===== src/verilog/tracker_pkg.sv =====
package tracker_pkg;

   // one rgb565 pixel, high byte first on the camera bus
   typedef logic [15:0] pixel565_t;

   // frame coordinates, sized for 320x180
   typedef logic [8:0] hcount_t;
   typedef logic [7:0] vcount_t;

   // single colour channel or chroma value
   typedef logic [7:0] chroma_t;

   // per-frame centroid accumulators
   typedef logic [24:0] sum_x_t;
   typedef logic [23:0] sum_y_t;
   typedef logic [16:0] pix_count_t;

   // centre of the chroma scale
   localparam chroma_t CHROMA_OFFSET = 8'd128;

   typedef enum logic [1:0] {div_idle, div_run, div_done} div_state_e;

   typedef enum logic [1:0] {uart_idle, uart_start, uart_data, uart_stop} uart_state_e;

   typedef enum logic [1:0] {rep_idle, rep_send_x, rep_send_y} report_state_e;

endpackage


===== src/verilog/camera_decode.sv =====
`timescale 1ns/100ps

module camera_decode (
   input  logic                   clk_camera,
   input  logic                   sys_rst_camera,
   input  tracker_pkg::chroma_t   camera_d_i,
   input  logic                   cam_pclk_i,
   input  logic                   cam_hsync_i,
   input  logic                   cam_vsync_i,
   output logic                   pix_valid_o,
   output tracker_pkg::pixel565_t pix_data_o,
   output tracker_pkg::hcount_t   pix_hcount_o,
   output tracker_pkg::vcount_t   pix_vcount_o
);
   import tracker_pkg::*;

   // two-flop synchronizers, index 1 is the settled copy
   chroma_t    d_meta;
   chroma_t    d_sync;
   logic [1:0] pclk_ff;
   logic [1:0] hs_ff;
   logic [1:0] vs_ff;

   // previous settled values for edge detection
   logic pclk_prev;
   logic hs_prev;
   logic vs_prev;

   logic pclk_rise;
   logic hs_fall;
   logic vs_rise;

   // byte pairing and position counters
   logic    low_half;
   chroma_t high_byte;
   hcount_t col;
   vcount_t row;

   // data bus travels alongside the control pins
   always_ff @(posedge clk_camera) begin
      d_meta <= camera_d_i;
      d_sync <= d_meta;
   end

   always_ff @(posedge clk_camera) begin
      if (sys_rst_camera) begin
         pclk_ff   <= '0;
         hs_ff     <= '0;
         vs_ff     <= '0;
         pclk_prev <= 1'b0;
         hs_prev   <= 1'b0;
         vs_prev   <= 1'b0;
      end else begin
         pclk_ff   <= {pclk_ff[0], cam_pclk_i};
         hs_ff     <= {hs_ff[0], cam_hsync_i};
         vs_ff     <= {vs_ff[0], cam_vsync_i};
         pclk_prev <= pclk_ff[1];
         hs_prev   <= hs_ff[1];
         vs_prev   <= vs_ff[1];
      end
   end

   assign pclk_rise = pclk_ff[1] & ~pclk_prev;
   assign hs_fall   = ~hs_ff[1] & hs_prev;
   assign vs_rise   = vs_ff[1] & ~vs_prev;

   always_ff @(posedge clk_camera) begin
      if (sys_rst_camera) begin
         pix_valid_o <= 1'b0;
         low_half    <= 1'b0;
         col         <= '0;
         row         <= '0;
      end else begin
         pix_valid_o <= 1'b0;
         if (vs_rise) begin
            // new frame
            col      <= '0;
            row      <= '0;
            low_half <= 1'b0;
         end else if (hs_fall) begin
            // end of line, next row
            col      <= '0;
            row      <= row + 1'b1;
            low_half <= 1'b0;
         end else if (pclk_rise && hs_ff[1]) begin
            if (!low_half) begin
               high_byte <= d_sync;
               low_half  <= 1'b1;
            end else begin
               // low byte completes the pixel
               pix_data_o   <= {high_byte, d_sync};
               pix_hcount_o <= col;
               pix_vcount_o <= row;
               pix_valid_o  <= 1'b1;
               col          <= col + 1'b1;
               low_half     <= 1'b0;
            end
         end
      end
   end

endmodule


===== src/verilog/mask_execute.sv =====
`timescale 1ns/100ps

module mask_execute #(
   parameter int                   H_PIXELS        = 320,
   parameter int                   V_LINES         = 180,
   parameter tracker_pkg::chroma_t LOWER_THRESHOLD = 8'hA0,
   parameter tracker_pkg::chroma_t UPPER_THRESHOLD = 8'hF0
) (
   input  logic                     clk_camera,
   input  logic                     sys_rst_camera,
   input  logic                     pix_valid_i,
   input  tracker_pkg::pixel565_t   pix_data_i,
   input  tracker_pkg::hcount_t     pix_hcount_i,
   input  tracker_pkg::vcount_t     pix_vcount_i,
   input  tracker_pkg::hcount_t     centroid_x_i,
   input  tracker_pkg::vcount_t     centroid_y_i,
   input  logic                     div_ready_i,
   output logic                     pixel_valid_o,
   output logic                     mask_o,
   output logic                     crosshair_o,
   output logic                     div_start_o,
   output tracker_pkg::sum_x_t      sum_x_o,
   output tracker_pkg::sum_y_t      sum_y_o,
   output tracker_pkg::pix_count_t  pix_count_o
);
   import tracker_pkg::*;

   chroma_t           red8;
   chroma_t           green8;
   chroma_t           chroma;
   logic signed [9:0] diff;
   logic signed [9:0] chroma_wide;
   logic              in_window;
   logic              on_cross;
   logic              last_pix;

   // running sums and their values including the current pixel
   sum_x_t     acc_x;
   sum_y_t     acc_y;
   pix_count_t acc_n;
   sum_x_t     nxt_x;
   sum_y_t     nxt_y;
   pix_count_t nxt_n;

   always_comb begin
      // pad 5/6-bit channels up to 8 bits
      red8   = {pix_data_i[15:11], 3'b000};
      green8 = {pix_data_i[10:5], 2'b00};
      // cr-like chroma, the difference is always even so the halving is exact
      diff        = $signed({2'b00, red8}) - $signed({2'b00, green8});
      chroma_wide = $signed({2'b00, CHROMA_OFFSET}) + (diff >>> 1);
      chroma      = chroma_wide[7:0];
      in_window   = (chroma >= LOWER_THRESHOLD) && (chroma <= UPPER_THRESHOLD);
      on_cross    = (pix_hcount_i == centroid_x_i) || (pix_vcount_i == centroid_y_i);
      last_pix    = (pix_hcount_i == hcount_t'(H_PIXELS - 1)) &&
                    (pix_vcount_i == vcount_t'(V_LINES - 1));
      nxt_x = acc_x + (in_window ? sum_x_t'(pix_hcount_i) : '0);
      nxt_y = acc_y + (in_window ? sum_y_t'(pix_vcount_i) : '0);
      nxt_n = acc_n + (in_window ? pix_count_t'(1) : '0);
   end

   always_ff @(posedge clk_camera) begin
      if (sys_rst_camera) begin
         pixel_valid_o <= 1'b0;
         mask_o        <= 1'b0;
         crosshair_o   <= 1'b0;
         div_start_o   <= 1'b0;
         acc_x         <= '0;
         acc_y         <= '0;
         acc_n         <= '0;
      end else begin
         pixel_valid_o <= pix_valid_i;
         div_start_o   <= 1'b0;
         if (pix_valid_i) begin
            mask_o      <= in_window;
            crosshair_o <= on_cross;
            if (last_pix) begin
               // hand over the whole frame, empty frames start nothing
               sum_x_o     <= nxt_x;
               sum_y_o     <= nxt_y;
               pix_count_o <= nxt_n;
               div_start_o <= (nxt_n != '0) && div_ready_i;
               acc_x       <= '0;
               acc_y       <= '0;
               acc_n       <= '0;
            end else begin
               acc_x <= nxt_x;
               acc_y <= nxt_y;
               acc_n <= nxt_n;
            end
         end
      end
   end

endmodule


===== src/verilog/centroid_divider.sv =====
`timescale 1ns/100ps

module centroid_divider (
   input  logic                    clk_camera,
   input  logic                    sys_rst_camera,
   input  logic                    start_i,
   input  tracker_pkg::sum_x_t     sum_x_i,
   input  tracker_pkg::sum_y_t     sum_y_i,
   input  tracker_pkg::pix_count_t count_i,
   output logic                    ready_o,
   output tracker_pkg::hcount_t    centroid_x_o,
   output tracker_pkg::vcount_t    centroid_y_o,
   output logic                    centroid_valid_o
);
   import tracker_pkg::*;

   // one quotient bit per cycle over the wider sum
   localparam int STEPS = $bits(sum_x_t);
   localparam int CNT_W = $clog2(STEPS);
   localparam int REM_W = $bits(pix_count_t);

   div_state_e       state;
   logic [CNT_W-1:0] step;
   pix_count_t       divisor;
   // dividend shifts out the top while quotient bits shift in
   sum_x_t           quo_x;
   sum_x_t           quo_y;
   pix_count_t       rem_x;
   pix_count_t       rem_y;
   logic [REM_W:0]   trial_x;
   logic [REM_W:0]   trial_y;
   logic             ge_x;
   logic             ge_y;

   assign trial_x = {rem_x, quo_x[STEPS-1]};
   assign trial_y = {rem_y, quo_y[STEPS-1]};
   assign ge_x    = trial_x >= {1'b0, divisor};
   assign ge_y    = trial_y >= {1'b0, divisor};
   assign ready_o = (state == div_idle);

   always_ff @(posedge clk_camera) begin
      if (sys_rst_camera) begin
         state            <= div_idle;
         centroid_x_o     <= '0;
         centroid_y_o     <= '0;
         centroid_valid_o <= 1'b0;
      end else begin
         centroid_valid_o <= 1'b0;
         case (state)
            div_idle: if (start_i) begin
               quo_x   <= sum_x_i;
               quo_y   <= sum_x_t'(sum_y_i);
               divisor <= count_i;
               rem_x   <= '0;
               rem_y   <= '0;
               step    <= CNT_W'(STEPS - 1);
               state   <= div_run;
            end
            div_run: begin
               // restore by keeping the trial value when it is below the divisor
               rem_x <= ge_x ? REM_W'(trial_x - {1'b0, divisor}) : trial_x[REM_W-1:0];
               rem_y <= ge_y ? REM_W'(trial_y - {1'b0, divisor}) : trial_y[REM_W-1:0];
               quo_x <= {quo_x[STEPS-2:0], ge_x};
               quo_y <= {quo_y[STEPS-2:0], ge_y};
               if (step == '0) state <= div_done;
               else step <= step - 1'b1;
            end
            div_done: begin
               // means always fit the frame coordinates
               centroid_x_o     <= quo_x[$bits(hcount_t)-1:0];
               centroid_y_o     <= quo_y[$bits(vcount_t)-1:0];
               centroid_valid_o <= 1'b1;
               state            <= div_idle;
            end
            default: state <= div_idle;
         endcase
      end
   end

endmodule


===== src/verilog/report_result.sv =====
`timescale 1ns/100ps

module report_result (
   input  logic                 clk_camera,
   input  logic                 sys_rst_camera,
   input  tracker_pkg::hcount_t centroid_x_i,
   input  tracker_pkg::vcount_t centroid_y_i,
   input  logic                 centroid_valid_i,
   input  logic                 tx_busy_i,
   output tracker_pkg::chroma_t tx_byte_o,
   output logic                 tx_start_o
);
   import tracker_pkg::*;

   report_state_e state;
   logic          pending;
   hcount_t       pend_x;
   vcount_t       pend_y;
   // y of the report being sent, kept apart from newer centroids
   vcount_t       cur_y;
   hcount_t       new_x;
   vcount_t       new_y;
   logic          have_new;

   // bypass so a fresh centroid can go out on the next cycle
   assign new_x    = centroid_valid_i ? centroid_x_i : pend_x;
   assign new_y    = centroid_valid_i ? centroid_y_i : pend_y;
   assign have_new = centroid_valid_i | pending;

   always_ff @(posedge clk_camera) begin
      pend_x <= new_x;
      pend_y <= new_y;
   end

   always_ff @(posedge clk_camera) begin
      if (sys_rst_camera) begin
         state      <= rep_idle;
         pending    <= 1'b0;
         tx_start_o <= 1'b0;
      end else begin
         tx_start_o <= 1'b0;
         // newest centroid wins over one still waiting
         if (centroid_valid_i) pending <= 1'b1;
         case (state)
            rep_idle: if (have_new && !tx_busy_i) begin
               tx_byte_o  <= new_x[8:1];
               cur_y      <= new_y;
               tx_start_o <= 1'b1;
               pending    <= 1'b0;
               state      <= rep_send_x;
            end
            // busy rises the cycle after start, so skip that cycle
            rep_send_x: if (!tx_start_o && !tx_busy_i) begin
               tx_byte_o  <= cur_y;
               tx_start_o <= 1'b1;
               state      <= rep_send_y;
            end
            rep_send_y: if (!tx_start_o && !tx_busy_i) state <= rep_idle;
            default: state <= rep_idle;
         endcase
      end
   end

endmodule


===== src/verilog/uart_tx.sv =====
`timescale 1ns/100ps

module uart_tx #(
   parameter int CLKS_PER_BIT = 868
) (
   input  logic                 clk_camera,
   input  logic                 sys_rst_camera,
   input  tracker_pkg::chroma_t byte_i,
   input  logic                 start_i,
   output logic                 busy_o,
   output logic                 txd_o
);
   import tracker_pkg::*;

   localparam int CW = $clog2(CLKS_PER_BIT);

   uart_state_e state;
   logic [CW-1:0] clk_cnt;
   logic [2:0]    bit_idx;
   chroma_t       shift;
   logic          bit_end;

   assign bit_end = (clk_cnt == CW'(CLKS_PER_BIT - 1));
   assign busy_o  = (state != uart_idle);

   always_ff @(posedge clk_camera) begin
      if (sys_rst_camera) begin
         state   <= uart_idle;
         txd_o   <= 1'b1;
         clk_cnt <= '0;
         bit_idx <= '0;
      end else begin
         clk_cnt <= bit_end ? '0 : clk_cnt + 1'b1;
         case (state)
            uart_idle: begin
               txd_o   <= 1'b1;
               clk_cnt <= '0;
               if (start_i) begin
                  shift <= byte_i;
                  txd_o <= 1'b0;
                  state <= uart_start;
               end
            end
            uart_start: if (bit_end) begin
               // lsb first
               txd_o   <= shift[0];
               bit_idx <= '0;
               state   <= uart_data;
            end
            uart_data: if (bit_end) begin
               if (bit_idx == 3'd7) begin
                  txd_o <= 1'b1;
                  state <= uart_stop;
               end else begin
                  txd_o   <= shift[1];
                  shift   <= {1'b0, shift[7:1]};
                  bit_idx <= bit_idx + 1'b1;
               end
            end
            uart_stop: if (bit_end) state <= uart_idle;
            default: state <= uart_idle;
         endcase
      end
   end

endmodule


===== src/verilog/baton_tracker_top.sv =====
`timescale 1ns/100ps

module baton_tracker_top #(
   parameter int                   H_PIXELS        = 320,
   parameter int                   V_LINES         = 180,
   parameter tracker_pkg::chroma_t LOWER_THRESHOLD = 8'hA0,
   parameter tracker_pkg::chroma_t UPPER_THRESHOLD = 8'hF0,
   parameter int                   CLKS_PER_BIT    = 868
) (
   input  logic                 clk_camera,
   input  logic                 sys_rst_camera,
   input  tracker_pkg::chroma_t camera_d_i,
   input  logic                 cam_pclk_i,
   input  logic                 cam_hsync_i,
   input  logic                 cam_vsync_i,
   output logic                 pixel_valid_o,
   output logic                 mask_o,
   output logic                 crosshair_o,
   output tracker_pkg::hcount_t centroid_x_o,
   output tracker_pkg::vcount_t centroid_y_o,
   output logic                 centroid_valid_o,
   output logic                 uart_txd_o
);
   import tracker_pkg::*;

   // decode to execute
   logic      pix_valid;
   pixel565_t pix_data;
   hcount_t   pix_hcount;
   vcount_t   pix_vcount;

   // execute to divider
   logic       div_start;
   logic       div_ready;
   sum_x_t     sum_x;
   sum_y_t     sum_y;
   pix_count_t pix_count;

   // result to uart
   chroma_t tx_byte;
   logic    tx_start;
   logic    tx_busy;

   camera_decode u_decode (
      .clk_camera, .sys_rst_camera, .camera_d_i, .cam_pclk_i, .cam_hsync_i, .cam_vsync_i,
      .pix_valid_o(pix_valid), .pix_data_o(pix_data),
      .pix_hcount_o(pix_hcount), .pix_vcount_o(pix_vcount)
   );

   mask_execute #(
      .H_PIXELS(H_PIXELS), .V_LINES(V_LINES),
      .LOWER_THRESHOLD(LOWER_THRESHOLD), .UPPER_THRESHOLD(UPPER_THRESHOLD)
   ) u_execute (
      .clk_camera, .sys_rst_camera,
      .pix_valid_i(pix_valid), .pix_data_i(pix_data),
      .pix_hcount_i(pix_hcount), .pix_vcount_i(pix_vcount),
      .centroid_x_i(centroid_x_o), .centroid_y_i(centroid_y_o), .div_ready_i(div_ready),
      .pixel_valid_o, .mask_o, .crosshair_o,
      .div_start_o(div_start), .sum_x_o(sum_x), .sum_y_o(sum_y), .pix_count_o(pix_count)
   );

   centroid_divider u_divider (
      .clk_camera, .sys_rst_camera,
      .start_i(div_start), .sum_x_i(sum_x), .sum_y_i(sum_y), .count_i(pix_count),
      .ready_o(div_ready), .centroid_x_o, .centroid_y_o, .centroid_valid_o
   );

   report_result u_result (
      .clk_camera, .sys_rst_camera,
      .centroid_x_i(centroid_x_o), .centroid_y_i(centroid_y_o),
      .centroid_valid_i(centroid_valid_o), .tx_busy_i(tx_busy),
      .tx_byte_o(tx_byte), .tx_start_o(tx_start)
   );

   uart_tx #(.CLKS_PER_BIT(CLKS_PER_BIT)) u_uart (
      .clk_camera, .sys_rst_camera,
      .byte_i(tx_byte), .start_i(tx_start), .busy_o(tx_busy), .txd_o(uart_txd_o)
   );

endmodule


===== config.mk =====
export PLATFORM = sky130hd
export DESIGN_NAME = baton_tracker_top
export DESIGN_NICKNAME = d
export VERILOG_FILES = /design/src/verilog/tracker_pkg.sv /design/src/verilog/camera_decode.sv /design/src/verilog/mask_execute.sv /design/src/verilog/centroid_divider.sv /design/src/verilog/report_result.sv /design/src/verilog/uart_tx.sv /design/src/verilog/baton_tracker_top.sv
export SDC_FILE = /design/constraint.sdc
export NUM_CORES = 1
export LEC_CHECK = 0
export ABC_AREA = 1
export BUFFER_PORTS_ARGS = -buffer_cell sky130_fd_sc_hd__buf_2
export CAP_MARGIN = 20
export CORE_UTILIZATION = 63
export CTS_CLUSTER_DIAMETER = 60
export DETAILED_ROUTE_END_ITERATION = 16
export HOLD_SLACK_MARGIN = 0.02
export PLACE_DENSITY = 0.8
export SETUP_SLACK_MARGIN = 0.02
export SLEW_MARGIN = 15
export SYNTH_ARGS = -nofsm -noshare
export SYNTH_HDL_FRONTEND = slang
export SYNTH_SLANG_ARGS = --single-unit

===== constraint.sdc =====
create_clock -name clk_camera -period 6.6 [get_ports clk_camera]
set_input_delay 0.99 -clock clk_camera [delete_from_list [all_inputs] [get_ports clk_camera]]
set_output_delay 0.99 -clock clk_camera [all_outputs]
set_load 0.005 [all_outputs]

==> flow_summary.ini <==
[critical_path]
endpoint_kind = register
critPathRequiredTime_ns = 6.90
critical_path.max_stage_delay_ns = 0.41
data_arrival_time_of_the_worst_path_ns = 4.06
regToRegStartpoint = u_decode.pix_data_o[12]$_DFFE_PP_
path_class = register to register
worstPathCellList = ha_1 -> a21oi_1 -> o21ai_1 -> nand2_1 -> nand2_1 -> nand2_1 -> nand2_1 -> nand2_1 -> nand3_2 -> nor2_1 -> ha_1 -> nand2_1 -> inv_1 -> a21oi_1 -> nand3_2 -> nand2_1 -> inv_1 -> or2_2
regToRegSetupSlack_ns = 2.84
startpoint_type = register
critical_path.reg2reg.endpoint = u_execute.sum_y_o[9]$_DFFE_PP_
timing.reg2reg.worst_path_depth = 18
cpMaxStageDelayCell = nand3_2
critical_path.max_fanout = 19
critical_path.most_common_cell = nand2_1

[flow_run]
max_cap_viol_count = 0

[logic_synthesis]
synth_top_cell_area_share = 0.3537
gate_count_post_synth = 2363
syn_nets = 2449
postSynthRegisterBits = 402
number_of_enable_type_register_cells_in_the_synthesized_netlist = 232
synth_cell_type_count = 50
synth_area_um2 = 19700
synthDominantAreaCellType = edfxtp_1
post_synth.cell_area_avg_um2 = 8.336
synth.yosys.warnings = 0
synthTopCellsByArea = edfxtp_1 (35%), dfxtp_1 (17%), nand2_1 (15%)
synth_async_sr_flop_share = 0
synth_seq_area_share = 0.5265
postSynth.topFlopCell = edfxtp_1

[sta]
fin_hold_viols = 0
setup_repair_after_global_routing_missed_its_margin = no
final.min_clock_period_ns = 3.756
finClkSkew_ns = 0.02865
finalMaxSlewViolations = 0
tightestPinTransition_ns = 0.9297
achievable_frequency_mhz = 266.2
finalSetupViolations = 0
final.hold.worst_slack_ns = 0.3249
fin_setup_tns_ns = 0
timing.max_slew.rel_slack = 0.3802
crit_share_post_route = 0.5691

[die]
die-area_um2 = 31980
die-width_um = 178.8
die-height_um = 178.8
num_io_pins = 35
row_count = 64
floorplan.initialDensity = 0.6423
fp.coreArea_um2 = 30670

[drt]
dr_iter_0_viols = 1252
postRouteAntennaNets = 0
drt_pre_antenna_iters = 6
drc = 0
routed_len_inst_um = 15.04
detail_route.vias_per_cell = 5.493
postRouteWirelength_mm = 42.57
num_vias = 15550

[power]
worst_ir_drop_vdd_mv = 0.2599
cellLeakagePower_nw = 9.383
power_per_cell_area_nw_per_um2 = 244.0

[grt]
grt_pass1_wl_mm = 69.46
global_route.usage.total = 0.2708
antenna_found_initial = 0
grt_pass1_vias = 14880
maximum_number_of_pins_on_one_net_before_global_route_repair = 83
grt_remaining_overflow = 0

[hold_path]
timing.hold.worst_path_depth = 0
hold_end = u_decode.d_sync[5]$_DFF_P_
min_path_type = register to register
worstHoldStart = u_decode.d_meta[5]$_DFF_P_

[final_layout]
antenna-diode-count = 0
layout-drive-gt1-share = 0.07515
seq_area_um2 = 10370
fin_cells = 2831
final_core_utilization = 0.7072
finalNetCount = 2485
multi_input_area_um2 = 8105
synthToLayoutAreaGrowth_pct = 10.12
num-fill-cells = 2286

[clocking]
clockBufferDepth = 3
clk-insertion-delay-late_ns = 0.56
clkSinkCount = 402
post_cts_buffers = 0
number_of_clock_buffers_inserted_by_tritoncts = 44
h-tree-depth = 2
cts-root-buf = clkbuf_16
cts_resized = 0
clock_tree_from_tritoncts = done
post_cts_hold_buffer_count = 0
clk_pin_slew_ns = 0.06

[placed_design]
gp_congestion = 0.9844
dp_hpwl_mm = 28.86
numPlacedInstances = 2749
buffer_ports.inserted = 34

[outcome]
run_status = complete, no violations
## Yosys cell counts, types with 4 or more instances
cell type,count
xor2_1,41
and2_1,19
o21ai_1,6
nand4_1,25
dfxtp_1,170
xnor2_1,8
o21ai_0,46
edfxtp_1,232
inv_2,10
ha_1,69
and3_1,4
buf_2,9
nor4_1,4
nand2_1,771
nand2_2,8
a21oi_1,148
nor3_1,32
nor2_2,13
nor2_1,235
mux2_2,7
buf_1,5
fa_1,4
o21a_1,4
clkbuf_1,39
nor3b_1,5
nand3b_1,32
nand3_1,120
o21ai_2,4
inv_1,252
or2_2,7
## worst max-delay path by stage
stage	from	end	slack [ns]	cells after the start
2_1_floorplan	sys_rst_camera	u_divider.step[0]$_SDFFCE_PN0P_	0.46	3
3_3_place_gp	sys_rst_camera	u_decode.pix_vcount_o[0]$_DFFE_PP_	2.83	7
3_5_place_dp	sys_rst_camera	u_decode.pix_hcount_o[8]$_DFFE_PP_	2.71	7
4_1_cts	u_decode.pix_data_o[12]$_DFFE_PP_	u_execute.sum_y_o[9]$_DFFE_PP_	2.89	18
5_1_grt	u_decode.pix_data_o[7]$_DFFE_PP_	u_execute.acc_x[14]$_SDFFE_PP0P_	2.55	23
6_report	u_decode.pix_data_o[12]$_DFFE_PP_	u_execute.sum_y_o[9]$_DFFE_PP_	2.84	18
## worst max-delay path, delay by kind of cell, from the launching register on
| family | cells | cell delay, ns |
|---|---|---|
| AO/OA/AOI/OAI | 3 | 0.52 |
| adder cells (fa/ha/maj) | 2 | 0.63 |
| buffers and inverters | 2 | 0.10 |
| flip-flops | 1 | 0.37 |
| AND/OR/NAND/NOR | 11 | 1.89 |
## final cells by class
| class | instances | share of cell area |
|---|---|---|
| flip-flops and latches | 402 | 0.4781 |
| multi-input cells | 1639 | 0.3737 |
| clock buffers | 65 | 0.05913 |
| inverters | 265 | 0.04597 |
| well taps | 396 | 0.02284 |
| repair buffers | 47 | 0.01304 |
| clock inverters | 17 | 0.007268 |
## routing by layer
| metal | up-vias | global-route usage | wire length (µm) |
|---|---|---|---|
| met5 | - | 0 | 0 |
| met3 | 81 | 0.03732 | 2539 |
| met4 | 0 | 0.1020 | 1135 |
| met2 | 483 | 0.4540 | 20300 |
| met1 | 7240 | 0.3564 | 18590 |
| li1 | 7747 | - | - |
## kinds of logic after synthesis
| family | Yosys count | share of synthesized area |
|---|---|---|
| flops | 402 | 0.5265 |
| buf+inv | 322 | 0.06384 |
| simple gates | 1287 | 0.2761 |
| xor+xnor | 49 | 0.02179 |
| mux | 7 | 0.004002 |
| compound gates | 223 | 0.05996 |
| fa+ha+maj | 73 | 0.04789 |
## placed cells by master, fill, tap and decap left out, drive strengths merged, types with 3 or more instances in the layout
cell	count
xnor2	8
o21bai	3
o31ai	3
ha	69
nor3b	5
buf	47
nor4	4
a21oi	149
nand3	123
mux2	7
o21a	4
inv	269
dfxtp	170
nand2	782
clkinv	10
edfxtp	232
o21ai	56
and2	19
nand4	25
and3	4
nor2	249
fa	4
xor2	41
nand3b	32
clkbuf	65
or2	9
nor3	34
## state kept, by name, indices dropped and copies added (netlist names), 9 cells and up
| name | count |
|---|---|
| u_decode.col | 9 |
| u_decode.pix_data_o | 11 |
| u_decode.pix_hcount_o | 9 |
| u_divider.centroid_x_o | 9 |
| u_divider.divisor | 17 |
| u_divider.quo_x | 25 |
| u_divider.quo_y | 25 |
| u_divider.rem_x | 17 |
| u_divider.rem_y | 17 |
| u_execute.acc_n | 17 |
| u_execute.acc_x | 25 |
| u_execute.acc_y | 24 |
| u_execute.pix_count_o | 17 |
| u_execute.sum_x_o | 25 |
| u_execute.sum_y_o | 24 |
| u_uart.clk_cnt | 10 |
## per-stage QoR
| stage | area [µm²] | setup WS, ns | total power (W) |
|---|---|---|---|
| floorplan | 19700 | 0.4625 | 0.002873 |
| finish | 21690 | 2.844 | 0.005292 |
| CTS | 21690 | 2.894 | 0.005319 |
| global placement | 20250 | 2.831 | 0.002916 |
| global route | 21690 | 2.549 | 0.005458 |
| detailed placement | 20250 | 2.706 | 0.002926 |
## where the power goes
part	switching [W]	leakage [nW]	internal, W
clock	0.00100	0.701	0.00140
combinational	0.000145	5.22	0.0000581
sequential	0.0000154	3.46	0.00267
(Power assumes the default switching activity.)
